File: src/include/seq_macros.svh
`ifndef SEQ_MACROS_SVH
`define SEQ_MACROS_SVH

// top index of the condition bus where xk sits at bit k and bit 0 stays unused
`define SEQ_COND_W 20

// top index of the command bus where yk sits at bit k
`define SEQ_CMD_W 39

// flops between the condition pins and the controller
`define SEQ_SYNC_STAGES 2

`endif

File: src/rtl/seq_pkg.sv
`default_nettype none

`include "seq_macros.svh"

package seq_pkg;

	typedef logic [`SEQ_COND_W:0] cond_t;

	typedef logic [`SEQ_CMD_W:0] cmd_t;

	// each encoding is the step number of its state
	typedef enum logic [4:0] {
		st_idle     = 5'd1,
		st_short    = 5'd2,
		st_prep     = 5'd3,
		st_dispatch = 5'd4,
		st_wrap     = 5'd5,
		st_s6       = 5'd6,
		st_s7       = 5'd7,
		st_s8       = 5'd8,
		st_s11      = 5'd11,
		st_s12      = 5'd12,
		st_s13      = 5'd13,
		st_s16      = 5'd16,
		st_s17      = 5'd17,
		st_s18      = 5'd18,
		st_s24      = 5'd24,
		st_s26      = 5'd26,
		st_s27      = 5'd27
	} state_e;

	// one code per distinct group of command lines
	typedef enum logic [4:0] {
		act_none,
		act_a1,  act_a2,  act_a3,  act_a4,  act_a5,
		act_a6,  act_a7,  act_a8,  act_a9,  act_a10,
		act_a11, act_a12, act_a13, act_a14, act_a15,
		act_a16, act_a17, act_a18, act_a19, act_a20,
		act_a21, act_a22, act_a23, act_a24
	} action_e;

endpackage

`default_nettype wire

File: src/rtl/action_encoder.sv
`timescale 1ns/1ns
`default_nettype none

module action_encoder (
	input  logic             rst,
	input  logic             clk,
	input  seq_pkg::action_e action,
	output seq_pkg::cmd_t    cmd
);

	function automatic seq_pkg::cmd_t cmd_bit(input int unsigned k);
		seq_pkg::cmd_t v;
		v    = '0;
		v[k] = 1'b1;
		return v;
	endfunction

	// bit 0 plus the lines that only the removed region drove
	localparam seq_pkg::cmd_t dropped_mask = cmd_bit(0) | cmd_bit(4) | cmd_bit(30) |
		cmd_bit(31) | cmd_bit(32) | cmd_bit(33);

	seq_pkg::cmd_t pattern;

	always_comb
	begin
		case (action)
			seq_pkg::act_a1:  pattern = cmd_bit(17) | cmd_bit(29) | cmd_bit(34);
			seq_pkg::act_a2:  pattern = cmd_bit(34);
			seq_pkg::act_a3:  pattern = cmd_bit(39);
			seq_pkg::act_a4:  pattern = cmd_bit(36);
			seq_pkg::act_a5:  pattern = cmd_bit(1) | cmd_bit(17) | cmd_bit(19) |
				cmd_bit(29) | cmd_bit(36);
			seq_pkg::act_a6:  pattern = cmd_bit(35) | cmd_bit(37);
			seq_pkg::act_a7:  pattern = cmd_bit(1) | cmd_bit(18) | cmd_bit(25) |
				cmd_bit(35) | cmd_bit(38);
			seq_pkg::act_a8:  pattern = cmd_bit(20);
			seq_pkg::act_a9:  pattern = cmd_bit(25);
			seq_pkg::act_a10: pattern = cmd_bit(24);
			seq_pkg::act_a11: pattern = cmd_bit(8);
			seq_pkg::act_a12: pattern = cmd_bit(2) | cmd_bit(5) | cmd_bit(6) | cmd_bit(8) |
				cmd_bit(11) | cmd_bit(12) | cmd_bit(21);
			seq_pkg::act_a13: pattern = cmd_bit(28);
			seq_pkg::act_a14: pattern = cmd_bit(9) | cmd_bit(35) | cmd_bit(36);
			seq_pkg::act_a15: pattern = cmd_bit(7) | cmd_bit(8);
			seq_pkg::act_a16: pattern = cmd_bit(5);
			seq_pkg::act_a17: pattern = cmd_bit(27);
			seq_pkg::act_a18: pattern = cmd_bit(3) | cmd_bit(26);
			seq_pkg::act_a19: pattern = cmd_bit(6);
			seq_pkg::act_a20: pattern = cmd_bit(10) | cmd_bit(26);
			seq_pkg::act_a21: pattern = cmd_bit(13) | cmd_bit(14) | cmd_bit(15) | cmd_bit(16);
			seq_pkg::act_a22: pattern = cmd_bit(2) | cmd_bit(5) | cmd_bit(6) | cmd_bit(8) |
				cmd_bit(10) | cmd_bit(11) | cmd_bit(12);
			seq_pkg::act_a23: pattern = cmd_bit(22) | cmd_bit(23);
			seq_pkg::act_a24: pattern = cmd_bit(1) | cmd_bit(17);
			default:          pattern = '0;
		endcase
	end

	// commands leave one edge after the controller picks them
	always_ff @(posedge rst or negedge clk)
	begin
		if (!clk)
			cmd <= '0;
		else
			cmd <= pattern;
	end

	no_dropped_lines: assert property (@(posedge rst) disable iff (!clk)
		(cmd & dropped_mask) == '0);

endmodule

`default_nettype wire

File: src/rtl/cond_sync.sv
`timescale 1ns/1ns
`default_nettype none

`include "seq_macros.svh"

module cond_sync (
	input  logic           rst,
	input  logic           clk,
	input  seq_pkg::cond_t cond,
	output seq_pkg::cond_t cond_s
);

	// the controller never reads x2 or x18 so those bits stay out of the chain
	localparam seq_pkg::cond_t used_mask =
		{{(`SEQ_COND_W - 18){1'b1}}, 1'b0, {15{1'b1}}, 1'b0, 2'b10};

	seq_pkg::cond_t sync_q [`SEQ_SYNC_STAGES];

	always_ff @(posedge rst or negedge clk)
	begin
		if (!clk)
		begin
			for (int i = 0; i < `SEQ_SYNC_STAGES; i++)
				sync_q[i] <= '0;
		end
		else
		begin
			sync_q[0] <= cond & used_mask;
			for (int i = 1; i < `SEQ_SYNC_STAGES; i++)
				sync_q[i] <= sync_q[i-1];
		end
	end

	assign cond_s = sync_q[`SEQ_SYNC_STAGES-1];

endmodule

`default_nettype wire

File: src/rtl/dispatch_decoder.sv
`timescale 1ns/1ns
`default_nettype none

module dispatch_decoder (
	input  seq_pkg::cond_t   cond_s,
	output seq_pkg::state_e  next_state,
	output seq_pkg::action_e action
);

	logic x1;
	logic x3;
	logic x7;
	logic x8;
	logic x9;
	logic x10;
	logic x11;
	logic x12;
	logic x13;
	logic x14;
	logic x15;
	logic x16;
	logic x17;
	logic wrap_hit;

	assign x1  = cond_s[1];
	assign x3  = cond_s[3];
	assign x7  = cond_s[7];
	assign x8  = cond_s[8];
	assign x9  = cond_s[9];
	assign x10 = cond_s[10];
	assign x11 = cond_s[11];
	assign x12 = cond_s[12];
	assign x13 = cond_s[13];
	assign x14 = cond_s[14];
	assign x15 = cond_s[15];
	assign x16 = cond_s[16];
	assign x17 = cond_s[17];

	// same test as the wrap-up step, used wherever the tree ends early
	assign wrap_hit = x17 & (x10 | x11);

	// branches toward s9 and s10 keep their commands but fall back to idle
	always_comb
	begin
		next_state = seq_pkg::st_idle;
		action     = seq_pkg::act_none;
		if (x12)
		begin
			if (x14)
			begin
				if (!x13)
				begin
					next_state = seq_pkg::st_s6;
					action     = seq_pkg::act_a11;
				end
				else
				begin
					next_state = seq_pkg::st_wrap;
					action     = x16 ? seq_pkg::act_a9 : seq_pkg::act_a10;
				end
			end
			else if (x15)
			begin
				if (x13 && !x16)
				begin
					next_state = seq_pkg::st_s7;
					action     = seq_pkg::act_a12;
				end
				else
				begin
					next_state = seq_pkg::st_s6;
					action     = seq_pkg::act_a11;
				end
			end
			else if (x13)
			begin
				// x16 decides whether x11 or x10 opens the path to s8
				if (x16 ? x11 : x10)
				begin
					next_state = seq_pkg::st_s8;
					action     = seq_pkg::act_a8;
				end
				else if (wrap_hit)
					action = seq_pkg::act_a13;
			end
			else if (x3)
				action = seq_pkg::act_a14;
			else if (x16 && !x1)
			begin
				next_state = seq_pkg::st_s6;
				action     = seq_pkg::act_a11;
			end
			else
				action = seq_pkg::act_a15;
		end
		else if (x3)
			action = seq_pkg::act_a14;
		else if (!x13)
			action = seq_pkg::act_a15;
		else if (x15 ? (x16 || x9) : (x16 ? x8 : x7))
			action = seq_pkg::act_a15;
		else if (wrap_hit)
			action = seq_pkg::act_a13;
	end

endmodule

`default_nettype wire

File: src/rtl/seq_controller.sv
`timescale 1ns/1ns
`default_nettype none

module seq_controller (
	input  logic             rst,
	input  logic             clk,
	input  seq_pkg::cond_t   cond_s,
	output seq_pkg::action_e action
);

	seq_pkg::state_e  state;
	seq_pkg::state_e  next_state;
	seq_pkg::state_e  dec_state;
	seq_pkg::action_e dec_action;
	logic             wrap_hit;

	dispatch_decoder dispatch_decoder_i (
		.cond_s     (cond_s),
		.next_state (dec_state),
		.action     (dec_action)
	);

	assign wrap_hit = cond_s[17] & (cond_s[10] | cond_s[11]);

	always_ff @(posedge rst or negedge clk)
	begin
		if (!clk)
			state <= seq_pkg::st_idle;
		else
			state <= next_state;
	end

	// bit k of cond_s is condition xk
	always_comb
	begin
		next_state = seq_pkg::st_idle;
		action     = seq_pkg::act_none;
		case (state)
			seq_pkg::st_idle:
			begin
				if (cond_s[6] && cond_s[5])
				begin
					if (cond_s[20])
						action = cond_s[19] ? seq_pkg::act_a1 : seq_pkg::act_a2;
					else
						action = cond_s[19] ? seq_pkg::act_a3 : seq_pkg::act_a4;
				end
				else if (cond_s[6] && cond_s[4])
				begin
					next_state = seq_pkg::st_short;
					action     = seq_pkg::act_a5;
				end
				else if (cond_s[6])
				begin
					next_state = seq_pkg::st_prep;
					action     = seq_pkg::act_a6;
				end
			end
			seq_pkg::st_short:
				action = seq_pkg::act_a7;
			seq_pkg::st_prep:
			begin
				next_state = seq_pkg::st_dispatch;
				action     = seq_pkg::act_a8;
			end
			seq_pkg::st_dispatch:
			begin
				next_state = dec_state;
				action     = dec_action;
			end
			seq_pkg::st_wrap:
			begin
				if (wrap_hit)
					action = seq_pkg::act_a13;
			end
			seq_pkg::st_s6:
			begin
				next_state = cond_s[13] ? seq_pkg::st_s11 : seq_pkg::st_s12;
				action     = seq_pkg::act_a16;
			end
			seq_pkg::st_s7:
			begin
				next_state = seq_pkg::st_s13;
				action     = seq_pkg::act_a18;
			end
			seq_pkg::st_s8:
			begin
				next_state = seq_pkg::st_wrap;
				action     = seq_pkg::act_a8;
			end
			seq_pkg::st_s11:
			begin
				next_state = seq_pkg::st_s16;
				action     = seq_pkg::act_a17;
			end
			seq_pkg::st_s12:
			begin
				next_state = seq_pkg::st_s17;
				action     = seq_pkg::act_a17;
			end
			seq_pkg::st_s13:
			begin
				next_state = seq_pkg::st_s18;
				action     = seq_pkg::act_a17;
			end
			seq_pkg::st_s16:
			begin
				next_state = seq_pkg::st_s26;
				action     = seq_pkg::act_a19;
			end
			seq_pkg::st_s17:
			begin
				next_state = seq_pkg::st_s27;
				action     = seq_pkg::act_a19;
			end
			seq_pkg::st_s18:
			begin
				next_state = seq_pkg::st_wrap;
				action     = seq_pkg::act_a20;
			end
			seq_pkg::st_s24:
			begin
				next_state = seq_pkg::st_s7;
				action     = seq_pkg::act_a22;
			end
			seq_pkg::st_s26:
			begin
				if (cond_s[12])
				begin
					next_state = seq_pkg::st_wrap;
					action     = cond_s[13] ? seq_pkg::act_a23 : seq_pkg::act_a24;
				end
				else
				begin
					next_state = seq_pkg::st_s24;
					action     = seq_pkg::act_a21;
				end
			end
			seq_pkg::st_s27:
			begin
				if (cond_s[15] || cond_s[14])
				begin
					next_state = seq_pkg::st_s24;
					action     = seq_pkg::act_a21;
				end
				else
				begin
					next_state = seq_pkg::st_s7;
					action     = seq_pkg::act_a15;
				end
			end
			default:
				next_state = seq_pkg::st_idle;
		endcase
	end

	// the register never drifts into an encoding of a removed step
	state_legal: assert property (@(posedge rst) disable iff (!clk)
		state inside {seq_pkg::st_idle, seq_pkg::st_short, seq_pkg::st_prep,
			seq_pkg::st_dispatch, seq_pkg::st_wrap, seq_pkg::st_s6, seq_pkg::st_s7,
			seq_pkg::st_s8, seq_pkg::st_s11, seq_pkg::st_s12, seq_pkg::st_s13,
			seq_pkg::st_s16, seq_pkg::st_s17, seq_pkg::st_s18, seq_pkg::st_s24,
			seq_pkg::st_s26, seq_pkg::st_s27});

	short_to_idle: assert property (@(posedge rst) disable iff (!clk)
		state == seq_pkg::st_short |=> state == seq_pkg::st_idle);

endmodule

`default_nettype wire

File: src/rtl/seq_top.sv
`timescale 1ns/1ns
`default_nettype none

module seq_top (
	input  logic           rst,
	input  logic           clk,
	input  seq_pkg::cond_t cond,
	output seq_pkg::cmd_t  cmd
);

	seq_pkg::cond_t   cond_s;
	seq_pkg::action_e action;

	cond_sync cond_sync_i (
		.rst    (rst),
		.clk    (clk),
		.cond   (cond),
		.cond_s (cond_s)
	);

	seq_controller seq_controller_i (
		.rst    (rst),
		.clk    (clk),
		.cond_s (cond_s),
		.action (action)
	);

	action_encoder action_encoder_i (
		.rst    (rst),
		.clk    (clk),
		.action (action),
		.cmd    (cmd)
	);

endmodule

`default_nettype wire

File: config.mk
export PLATFORM = sky130hd
export DESIGN_NAME = seq_top
export DESIGN_NICKNAME = d
export VERILOG_FILES = /design/src/rtl/seq_pkg.sv /design/src/rtl/action_encoder.sv /design/src/rtl/cond_sync.sv /design/src/rtl/dispatch_decoder.sv /design/src/rtl/seq_controller.sv /design/src/rtl/seq_top.sv
export VERILOG_INCLUDE_DIRS = /design/src /design/src/include
export SDC_FILE = /design/constraint.sdc
export NUM_CORES = 1
export LEC_CHECK = 0
export BUFFER_PORTS_ARGS = -buffer_cell sky130_fd_sc_hd__buf_4
export CAP_MARGIN = 25
export CORE_ASPECT_RATIO = 1.2
export CORE_UTILIZATION = 49
export CTS_CLUSTER_DIAMETER = 50
export DETAILED_ROUTE_END_ITERATION = 8
export PLACE_DENSITY = 0.73
export SLEW_MARGIN = 30
export SYNTH_ARGS = -nofsm -noshare
export SYNTH_HDL_FRONTEND = slang
export SYNTH_SLANG_ARGS = --single-unit
File: constraint.sdc
create_clock -name rst -period 2.4 [get_ports rst]
set_input_delay 0.12 -clock rst [delete_from_list [all_inputs] [get_ports rst]]
set_output_delay 0.12 -clock rst [all_outputs]
set_load 0.01 [all_outputs]
==> impl_summary.log, run 1 <==
[metrics] result of the run: completed
[metrics] clk slew on worst S/H paths: 0.08 ns
[metrics] Overflow after GRT: 0
[metrics] total die area: 0.00683 sq mm
[metrics] met1 GRT Util: 30.8%
[metrics] detail-routed net length per standard cell: 15.1 um
[metrics] Max Clock Freq: 0.421 GHz
[metrics] site row count: 31
[metrics] part of the total power dissipated in combinational logic: 48.3%
[metrics] sequential fraction of the synthesis area: 53.5%
[metrics] worst hold path depth: 0
[metrics] minimum setup slack in the final design: 0.0274 ns
[metrics] Critical Path Source Type: flop
[metrics] TritonCTS clock tree: built
[metrics] post-synth cell types: 73
[metrics] worst hold path class: flop to flop
[metrics] largest fanout on the critical path: 12
[metrics] total standard cell area after synthesis: 0.00319 sq mm
[metrics] GR Util met2: 37.4%
[metrics] Worst Tran Pin Value: 0.810 ns
[metrics] number of global-route vias before repair: 2478
[metrics] data arrival time at the worst-slack endpoint: 2.65 ns
[metrics] unrepaired setup endpoints after global routing: yes
[metrics] area share of the largest cell type after synthesis: 52.6%
[metrics] H-Tree Level Count: 3
[metrics] final number of hold-violating endpoints: 0
[metrics] commonest register cell after synthesis: sky130_fd_sc_hd__dfrtp_1
[metrics] worst-path cell with the longest stage delay: sky130_fd_sc_hd__dfrtp_2
[metrics] layer with the highest usage: met2
[metrics] launching instance or port of the critical path: seq_controller_i.state[3]
[metrics] drt drc: 0
[metrics] pre-CTS WS: -0.0230 ns
[metrics] Die Y-Extent: 90.3 um
[metrics] synthesis-to-finish area growth: 39.6%
[metrics] GR met3 Demand/Resource: 5.36%
[metrics] # IOs: 63
[metrics] Die W: 75.6 um
[metrics] final net count: 430
[metrics] fraction of power consumed by the clock network: 21.8%
[metrics] fin crit share: 98.9%
[metrics] final number of max-transition violations: 0
[metrics] number of maximum-capacitance constraint violations: 0
[metrics] net switching power figure: 1.76 mW
[metrics] mean area per synthesized cell: 10.9 sq um
[metrics] global-route usage over all layers: 24.1%
[metrics] number of enable flip-flop cells after synthesis: 0
[metrics] number of inserted diodes: 0
[metrics] vias per inst: 5.29
[metrics] worst slew margin relative to its limit: 46.0%
[metrics] power density of the placed cells: 1070 mW/mm^2
[metrics] Core Box Area: 0.00617 sq mm
[metrics] First DRT Iteration DRCs: 140
[metrics] number of clock sinks seen by CTS: 68
[metrics] cell count of the worst reg-to-reg path: 9
[metrics] Critical Path Sink Type: flop
[metrics] highest cell delay on the worst timing path: 0.46 ns
[metrics] number of nets with antenna violations after routing: 0
[metrics] antenna violations before repair: 0
[metrics] yosys warns: 0
[metrics] weighted congestion at the end of routability-driven global placement: 0.818
[metrics] router iterations before antenna repair: 4
[metrics] cells along the critical path: buf_2 -> buf_4 -> nor4bb_1 -> a211oi_2 -> a21oi_2 -> a211oi_2 -> buf_4 -> or3b_4 -> a21oi_2
[metrics] count of vias placed by the detailed router: 2589
[metrics] detailed placer's ending HPWL: 4.94 mm
[metrics] P_leak: 2.08 nW
[metrics] fin crit period: 2.37 ns
[metrics] min-delay src: cond_sync_i.sync_q[38]
[metrics] startpoint of the most critical register-to-register path: seq_controller_i.state[3]
[metrics] Final Power: 4.76 mW
[metrics] post-synthesis sequential element count: 68
[metrics] Synth async-reset ratio: 100%
[metrics] deepest clock path buffer count: 2
[metrics] clk_skew: 0.0120 ns
[metrics] wire length of the first global-routing pass: 12.0 mm
[metrics] cells after synthesis: 293
[metrics] insertion delay of the later-clocked pin in the worst-skew pair: 0.35 ns
[metrics] Initial Util: 51.7%
[metrics] internal power summed over all cells: 3.00 mW
[metrics] maximum vdd ir drop: 0.753 mV
[metrics] pin count of the biggest net entering global routing: 69
[metrics] Required @ worst endpoint: 2.68 ns
[metrics] clock buffers created by TritonCTS: 9
[metrics] top area cells in the synthesized netlist: sky130_fd_sc_hd__dfrtp_1 53%, sky130_fd_sc_hd__buf_4 3.3%, sky130_fd_sc_hd__nor2_1 2.9%, sky130_fd_sc_hd__nand2_1 2.4%, sky130_fd_sc_hd__a21oi_1 2.2%
[metrics] part of the total power dissipated in sequential elements: 29.9%
[metrics] proportion of layout cells with a drive suffix above 1: 41.3%
[metrics] number of input and output port buffers inserted: 53
[metrics] root buffer selected by CTS: sky130_fd_sc_hd__clkbuf_8
[metrics] cell type with the highest aggregate area in the netlist: sky130_fd_sc_hd__dfrtp_1
[metrics] Setup-failing EPs final: 0
[metrics] switching power as a share of total power: 36.9%
[metrics] startpoint-to-endpoint class of the critical path: flop to flop
[metrics] final WL: 7.38 mm
## synthesized netlist by cell type, types with 6 or more instances
cell type,instances
sky130_fd_sc_hd__buf_2,9
sky130_fd_sc_hd__buf_4,14
sky130_fd_sc_hd__nor2b_1,6
sky130_fd_sc_hd__nor2_1,25
sky130_fd_sc_hd__dfrtp_1,67
sky130_fd_sc_hd__clkbuf_1,6
sky130_fd_sc_hd__nand2b_1,7
sky130_fd_sc_hd__nand2_1,20
sky130_fd_sc_hd__a21oi_1,14
sky130_fd_sc_hd__nor3_1,6
sky130_fd_sc_hd__o21ai_0,10
sky130_fd_sc_hd__inv_1,13
## critical path, delay by kind of cell (launching register included)
family          cells  cell delay (ns)
flops               1             0.46
compound gates      4             0.54
simple gates        2             0.75
buf+inv             3             0.55
## sequential cells by signal (all words and copies together) (netlist names)
signal                  count
seq_controller_i.state      5
cond_sync_i.cond_s         18
cond_sync_i.sync_q         18
action_encoder_i.cmd       27
## layout make-up
cell class	instances	area, sq um
clock inverter	7	98.8
fill	423	1720
sequential	68	1710
tap	82	103
timing repair buffer	124	990
multi-input combinational	185	1370
clock buffer	9	124
inverter	14	52.6
## cells in the final DEF (no fill, tap or decap), types with 3 or more instances in the layout
| cell | instances |
|---|---|
| sky130_fd_sc_hd__nand2b_1 | 6 |
| sky130_fd_sc_hd__nand3_1 | 4 |
| sky130_fd_sc_hd__dfrtp_1 | 62 |
| sky130_fd_sc_hd__o21ai_0 | 9 |
| sky130_fd_sc_hd__buf_4 | 101 |
| sky130_fd_sc_hd__nor4b_2 | 3 |
| sky130_fd_sc_hd__dfrtp_2 | 5 |
| sky130_fd_sc_hd__mux2i_1 | 3 |
| sky130_fd_sc_hd__nor2b_1 | 6 |
| sky130_fd_sc_hd__nor2_1 | 25 |
| sky130_fd_sc_hd__inv_2 | 3 |
| sky130_fd_sc_hd__nor3_1 | 6 |
| sky130_fd_sc_hd__inv_1 | 10 |
| sky130_fd_sc_hd__nand4_1 | 4 |
| sky130_fd_sc_hd__ha_4 | 3 |
| sky130_fd_sc_hd__a31oi_1 | 5 |
| sky130_fd_sc_hd__a21oi_2 | 3 |
| sky130_fd_sc_hd__dlygate4sd3_1 | 19 |
| sky130_fd_sc_hd__nand2_1 | 19 |
| sky130_fd_sc_hd__a21oi_1 | 12 |
| sky130_fd_sc_hd__conb_1 | 6 |
| sky130_fd_sc_hd__clkbuf_8 | 9 |
## kinds of logic after synthesis
kind of cell	count (synthesis)	synth area share, %
compound gates	65	15.4
xor+xnor	1	0.275
fa+ha+maj	5	1.96
buf+inv	45	7.78
flops	68	53.5
mux	6	1.96
other cells	1	0.118
simple gates	102	19.0
## final timing paths
| check | end | slack [ns] |
|---|---|---|
| hold reg to reg | cond_sync_i.cond_s[17] | 0.34 |
| min in group asynchronous | seq_controller_i.state[3] | 0.39 |
| hold / removal | cond_sync_i.cond_s[17] | 0.34 |
| max in group asynchronous | cond_sync_i.cond_s[15] | 1.44 |
| setup / recovery | action_encoder_i.cmd[25] | 0.03 |
| setup reg to reg | action_encoder_i.cmd[25] | 0.03 |
## power by group through the flow
| stage | clock, mW | combinational, mW | sequential, mW |
|---|---|---|---|
| global route | 1.12 | 2.52 | 1.45 |
| floorplan | 0 | 1.15 | 1.44 |
| finish | 1.04 | 2.30 | 1.42 |
| detailed placement | 0 | 1.87 | 1.47 |
| global placement | 0 | 1.86 | 1.46 |
| CTS | 1.06 | 1.93 | 1.45 |
## layer usage
layer	vias up	share of wire, %	wire length, um
met1	1238	43	3140
met2	90	49	3620
met4	0	3.4	252
li1	1242	-	-
met3	19	5.1	373
met5	-	0	0
## through the flow
stage / TNS [ns] / std cells / hold WS, ns / util, % / area, sq um
after floorplan: 0 / 298 / -0.176 / - / 3200
after global placement: 0 / 441 / 0.229 / 61.9 / 3810
after detailed placement: -0.0701 / 441 / 0.230 / 61.9 / 3810
after CTS: 0 / 477 / 0.344 / 68.8 / 4240
after global routing: -0.154 / 489 / 0.351 / 72.1 / 4450
final: 0 / 489 / 0.343 / 72.1 / 4450
## repair_timing
action | CTS | global route
resized for setup | 5 | 31
cloned | 0 | 1
endpoints found under the hold margin | 85 | 0
pin swaps | 1 | 9
setup endpoints to repair | 5 | 14
hold buffers | 19 | 0
setup buffers | 1 | 11
(Power assumes the default switching activity.)
==> run 2, diff against run 1 <==
--- a/config.mk
+++ b/config.mk
@@ -13,6 +13,7 @@
 export CTS_CLUSTER_DIAMETER = 50
 export DETAILED_ROUTE_END_ITERATION = 8
 export PLACE_DENSITY = 0.73
+export SETUP_SLACK_MARGIN = 0.2
 export SLEW_MARGIN = 30
 export SYNTH_ARGS = -nofsm -noshare
 export SYNTH_HDL_FRONTEND = slang
==> run 2 against run 1 <==
Flip-flop and latch count unchanged. Maximum frequency increased by 4.1%. Worst setup slack improved by 0.092 ns. Critical path depth grew 1. Final cell count grew 5.1%. First-iteration DRC count shrank 26%. Sequential power about the same. Hold slack worse by 0.0033 ns. Total power grew 15%. Critical path type unchanged. Largest cell class unchanged. Largest power group unchanged.
==> impl_summary.log, run 2 (synthesized netlist as in run 1, its figures left out) <==
[metrics] antenna violations before repair: 0 (unchanged)
[metrics] number of fillers in the final layout: 394 (was 423)
[metrics] number of global-route vias before repair: 2902 (was 2478)
[metrics] Biggest register: action_encoder_i.cmd (unchanged)
[metrics] min-delay src: cond_sync_i.sync_q[27] (was cond_sync_i.sync_q[38])
[metrics] startpoint of the most critical register-to-register path: seq_controller_i.state[3] (unchanged)
[metrics] total die area: 0.00683 sq mm (unchanged)
[metrics] insertion delay of the later-clocked pin in the worst-skew pair: 0.34 ns (was 0.35 ns)
[metrics] final WL: 8.40 mm (was 7.38 mm)
[metrics] site row count: 31 (unchanged)
[metrics] First DRT Iteration DRCs: 103 (was 140)
[metrics] end point of the most critical hold path: cond_sync_i.cond_s[6] (was cond_sync_i.cond_s[17])
[metrics] Placed Area: 0.00395 sq mm (was 0.00381 sq mm)
[metrics] number of input and output port buffers inserted: 53 (unchanged)
[metrics] startpoint-to-endpoint class of the critical path: flop to flop (unchanged)
[metrics] synthesis-to-finish area growth: 50.6% (was 39.6%)
[metrics] part of the total power dissipated in sequential elements: 26.2% (was 29.9%)
[metrics] DP Cell Count: 452 (was 441)
[metrics] weighted congestion at the end of routability-driven global placement: 0.915 (was 0.818)
[metrics] Largest register FFs: 27 (unchanged)
[metrics] final number of max-transition violations: 0 (unchanged)
[metrics] clock buffers created by TritonCTS: 9 (unchanged)
[metrics] Die Y-Extent: 90.3 um (unchanged)
[metrics] part of the total power dissipated in combinational logic: 53.1% (was 48.3%)
[metrics] TritonCTS clock tree: built (unchanged)
[metrics] Setup-failing EPs final: 0 (unchanged)
[metrics] Worst Tran Pin Value: 0.799 ns (was 0.810 ns)
[metrics] H-Tree Level Count: 3 (unchanged)
[metrics] power density of the placed cells: 1140 mW/mm^2 (was 1070 mW/mm^2)
[metrics] internal power summed over all cells: 3.51 mW (was 3.00 mW)
[metrics] Required @ worst endpoint: 2.63 ns (was 2.68 ns)
[metrics] wire length of the first global-routing pass: 13.5 mm (was 12.0 mm)
[metrics] fin crit period: 2.28 ns (was 2.37 ns)
[metrics] Critical Path Source Type: flop (unchanged)
[metrics] Final Power: 5.46 mW (was 4.76 mW)
[metrics] clk_skew: 0.0102 ns (was 0.0120 ns)
[metrics] number of inserted diodes: 0 (unchanged)
[metrics] Initial Util: 51.7% (unchanged)
[metrics] Overflow after GRT: 0 (unchanged)
[metrics] worst hold path depth: 0 (unchanged)
[metrics] router iterations before antenna repair: 4 (unchanged)
[metrics] top library cells by usage in the layout, fill and taps aside: 114 x sky130_fd_sc_hd__buf_4, 59 x sky130_fd_sc_hd__dfrtp_1, 24 x sky130_fd_sc_hd__nor2_1 (was 101 x sky130_fd_sc_hd__buf_4, 62 x sky130_fd_sc_hd__dfrtp_1, 25 x sky130_fd_sc_hd__nor2_1)
[metrics] endpoint of the most critical register-to-register path: action_encoder_i.cmd[6] (was action_encoder_i.cmd[25])
[metrics] result of the run: completed (unchanged)
[metrics] Min Hold Slack: 0.340 ns (was 0.343 ns)
[metrics] clk slew on worst S/H paths: 0.08 ns (about the same)
[metrics] switching power as a share of total power: 35.7% (was 36.9%)
[metrics] fraction of power consumed by the clock network: 20.8% (was 21.8%)
[metrics] Critical Path Sink Type: flop (unchanged)
[metrics] Max Clock Freq: 0.439 GHz (was 0.421 GHz)
[metrics] net switching power figure: 1.95 mW (was 1.76 mW)
[metrics] final net count: 455 (was 430)
[metrics] summed area of non-filler cells in the final layout: 0.00480 sq mm (was 0.00445 sq mm)
[metrics] P_leak: 2.25 nW (was 2.08 nW)
[metrics] number of nets with antenna violations after routing: 0 (unchanged)
[metrics] unrepaired setup endpoints after global routing: yes (unchanged)
[metrics] worst slew margin relative to its limit: 46.7% (was 46.0%)
[metrics] data arrival time at the worst-slack endpoint: 2.51 ns (was 2.65 ns)
[metrics] Setup Total Neg Slack: 0 ns (unchanged)
[metrics] worst-case register-to-register setup slack: 0.12 ns (was 0.03 ns)
[metrics] final number of hold-violating endpoints: 0 (unchanged)
[metrics] detailed placer's ending HPWL: 5.28 mm (was 4.94 mm)
[metrics] proportion of layout cells with a drive suffix above 1: 47.7% (was 41.3%)
[metrics] most common cell after layout, fill and taps aside: sky130_fd_sc_hd__buf_4 (unchanged)
[metrics] deepest clock path buffer count: 2 (unchanged)
[metrics] detail-routed net length per standard cell: 16.3 um (was 15.1 um)
[metrics] number of maximum-capacitance constraint violations: 0 (unchanged)
[metrics] drt drc: 0 (unchanged)
[metrics] launching instance or port of the critical path: seq_controller_i.state[3] (unchanged)
[metrics] count of vias placed by the detailed router: 2830 (was 2589)
[metrics] fin crit share: 95.0% (was 98.9%)
[metrics] maximum vdd ir drop: 0.916 mV (was 0.753 mV)
[metrics] non-filler instance count after layout: 514 (was 489)
[metrics] number of clock sinks seen by CTS: 68 (unchanged)
[metrics] root buffer selected by CTS: sky130_fd_sc_hd__clkbuf_8 (unchanged)
[metrics] global-route usage over all layers: 26.7% (was 24.1%)
[metrics] vias per inst: 5.51 (was 5.29)
[metrics] Core Box Area: 0.00617 sq mm (unchanged)
[metrics] cell count of the worst reg-to-reg path: 10 (was 9)
[metrics] Die W: 75.6 um (unchanged)
[metrics] # IOs: 63 (unchanged)
[metrics] worst hold path class: flop to flop (unchanged)
[metrics] pin count of the biggest net entering global routing: 69 (unchanged)
[metrics] largest fanout on the critical path: 5 (was 12)
[run 2: cell count changes in the layout (fill, tap and decap cells not counted), sizes merged]
cell / before / now
clkbuf: 9 / 10
inv: 14 / 13
buf: 105 / 130
clkinvlp: 1 / 0
bufinv: 2 / 3
[run 2: power by group through the flow]
stage                     Combinational [mW]  Clock [mW]  Sequential (mW)
final                                   2.90        1.13             1.43
after detailed placement                2.18           0             1.47
after floorplan                         1.28           0             1.45
after global routing                    3.10        1.20             1.45
after global placement                  2.14           0             1.47
after CTS                               2.61        1.15             1.42
[run 2: worst max-delay path, stage by stage (launching register included)]
cell	delay [ns]
sky130_fd_sc_hd__dfrtp_2	0.46
sky130_fd_sc_hd__or3b_4	0.43
sky130_fd_sc_hd__nor3_4	0.27
sky130_fd_sc_hd__nand3_1	0.13
sky130_fd_sc_hd__nand4_1	0.15
sky130_fd_sc_hd__inv_2	0.08
sky130_fd_sc_hd__buf_12	0.13
sky130_fd_sc_hd__ha_4	0.16
sky130_fd_sc_hd__nand2_4	0.07
sky130_fd_sc_hd__o31ai_2	0.08
sky130_fd_sc_hd__a22o_1	0.21
[run 2: metrics by stage]
stage / setup WS, ns / utilization, %
after global placement: 0.0173 / 64.0
final: 0.120 / 77.8
after global routing: 0.0335 / 77.8
after detailed placement: -0.0943 / 64.0
after CTS: 0.154 / 75.5
after floorplan: 0.183 / -
[run 2: worst max path at each step]
stage	endpoint	slack, ns	cells past startpoint
after floorplan	action_encoder_i.cmd[1]	0.18	10
after global placement	action_encoder_i.cmd[5]	0.02	11
after detailed placement	action_encoder_i.cmd[6]	-0.09	11
after CTS	action_encoder_i.cmd[6]	0.15	11
after global routing	action_encoder_i.cmd[1]	0.03	11
final	action_encoder_i.cmd[6]	0.12	10
[run 2: area by class of cell]
class | instances | area [sq um] | area share [%]
Timing Repair Buffer | 149 | 1230 | 25.6
Inverter | 14 | 52.6 | 1.10
Clock inverter | 6 | 113 | 2.35
Tap cell | 82 | 103 | 2.14
Clock buffer | 10 | 128 | 2.66
Sequential cell | 68 | 1710 | 35.7
Multi-Input combinational cell | 185 | 1460 | 30.4
[run 2: metal layers]
metal	GRT usage, %	part of all wire [%]	vias to the layer above
met2	44.9	55	101
li1	-	-	1296
met4	14.7	3.7	0
met1	29.6	38	1407
met3	7.03	4.1	26
met5	0	0	-
[run 2: what timing repair did]
item,in CTS,in global routing
endpoints found under the hold margin,85,0
setup endpoints to repair,26,23
gates cloned,0,0
pin swaps,15,16
resized for setup,31,26
setup buffers,22,5
hold buffers,19,0
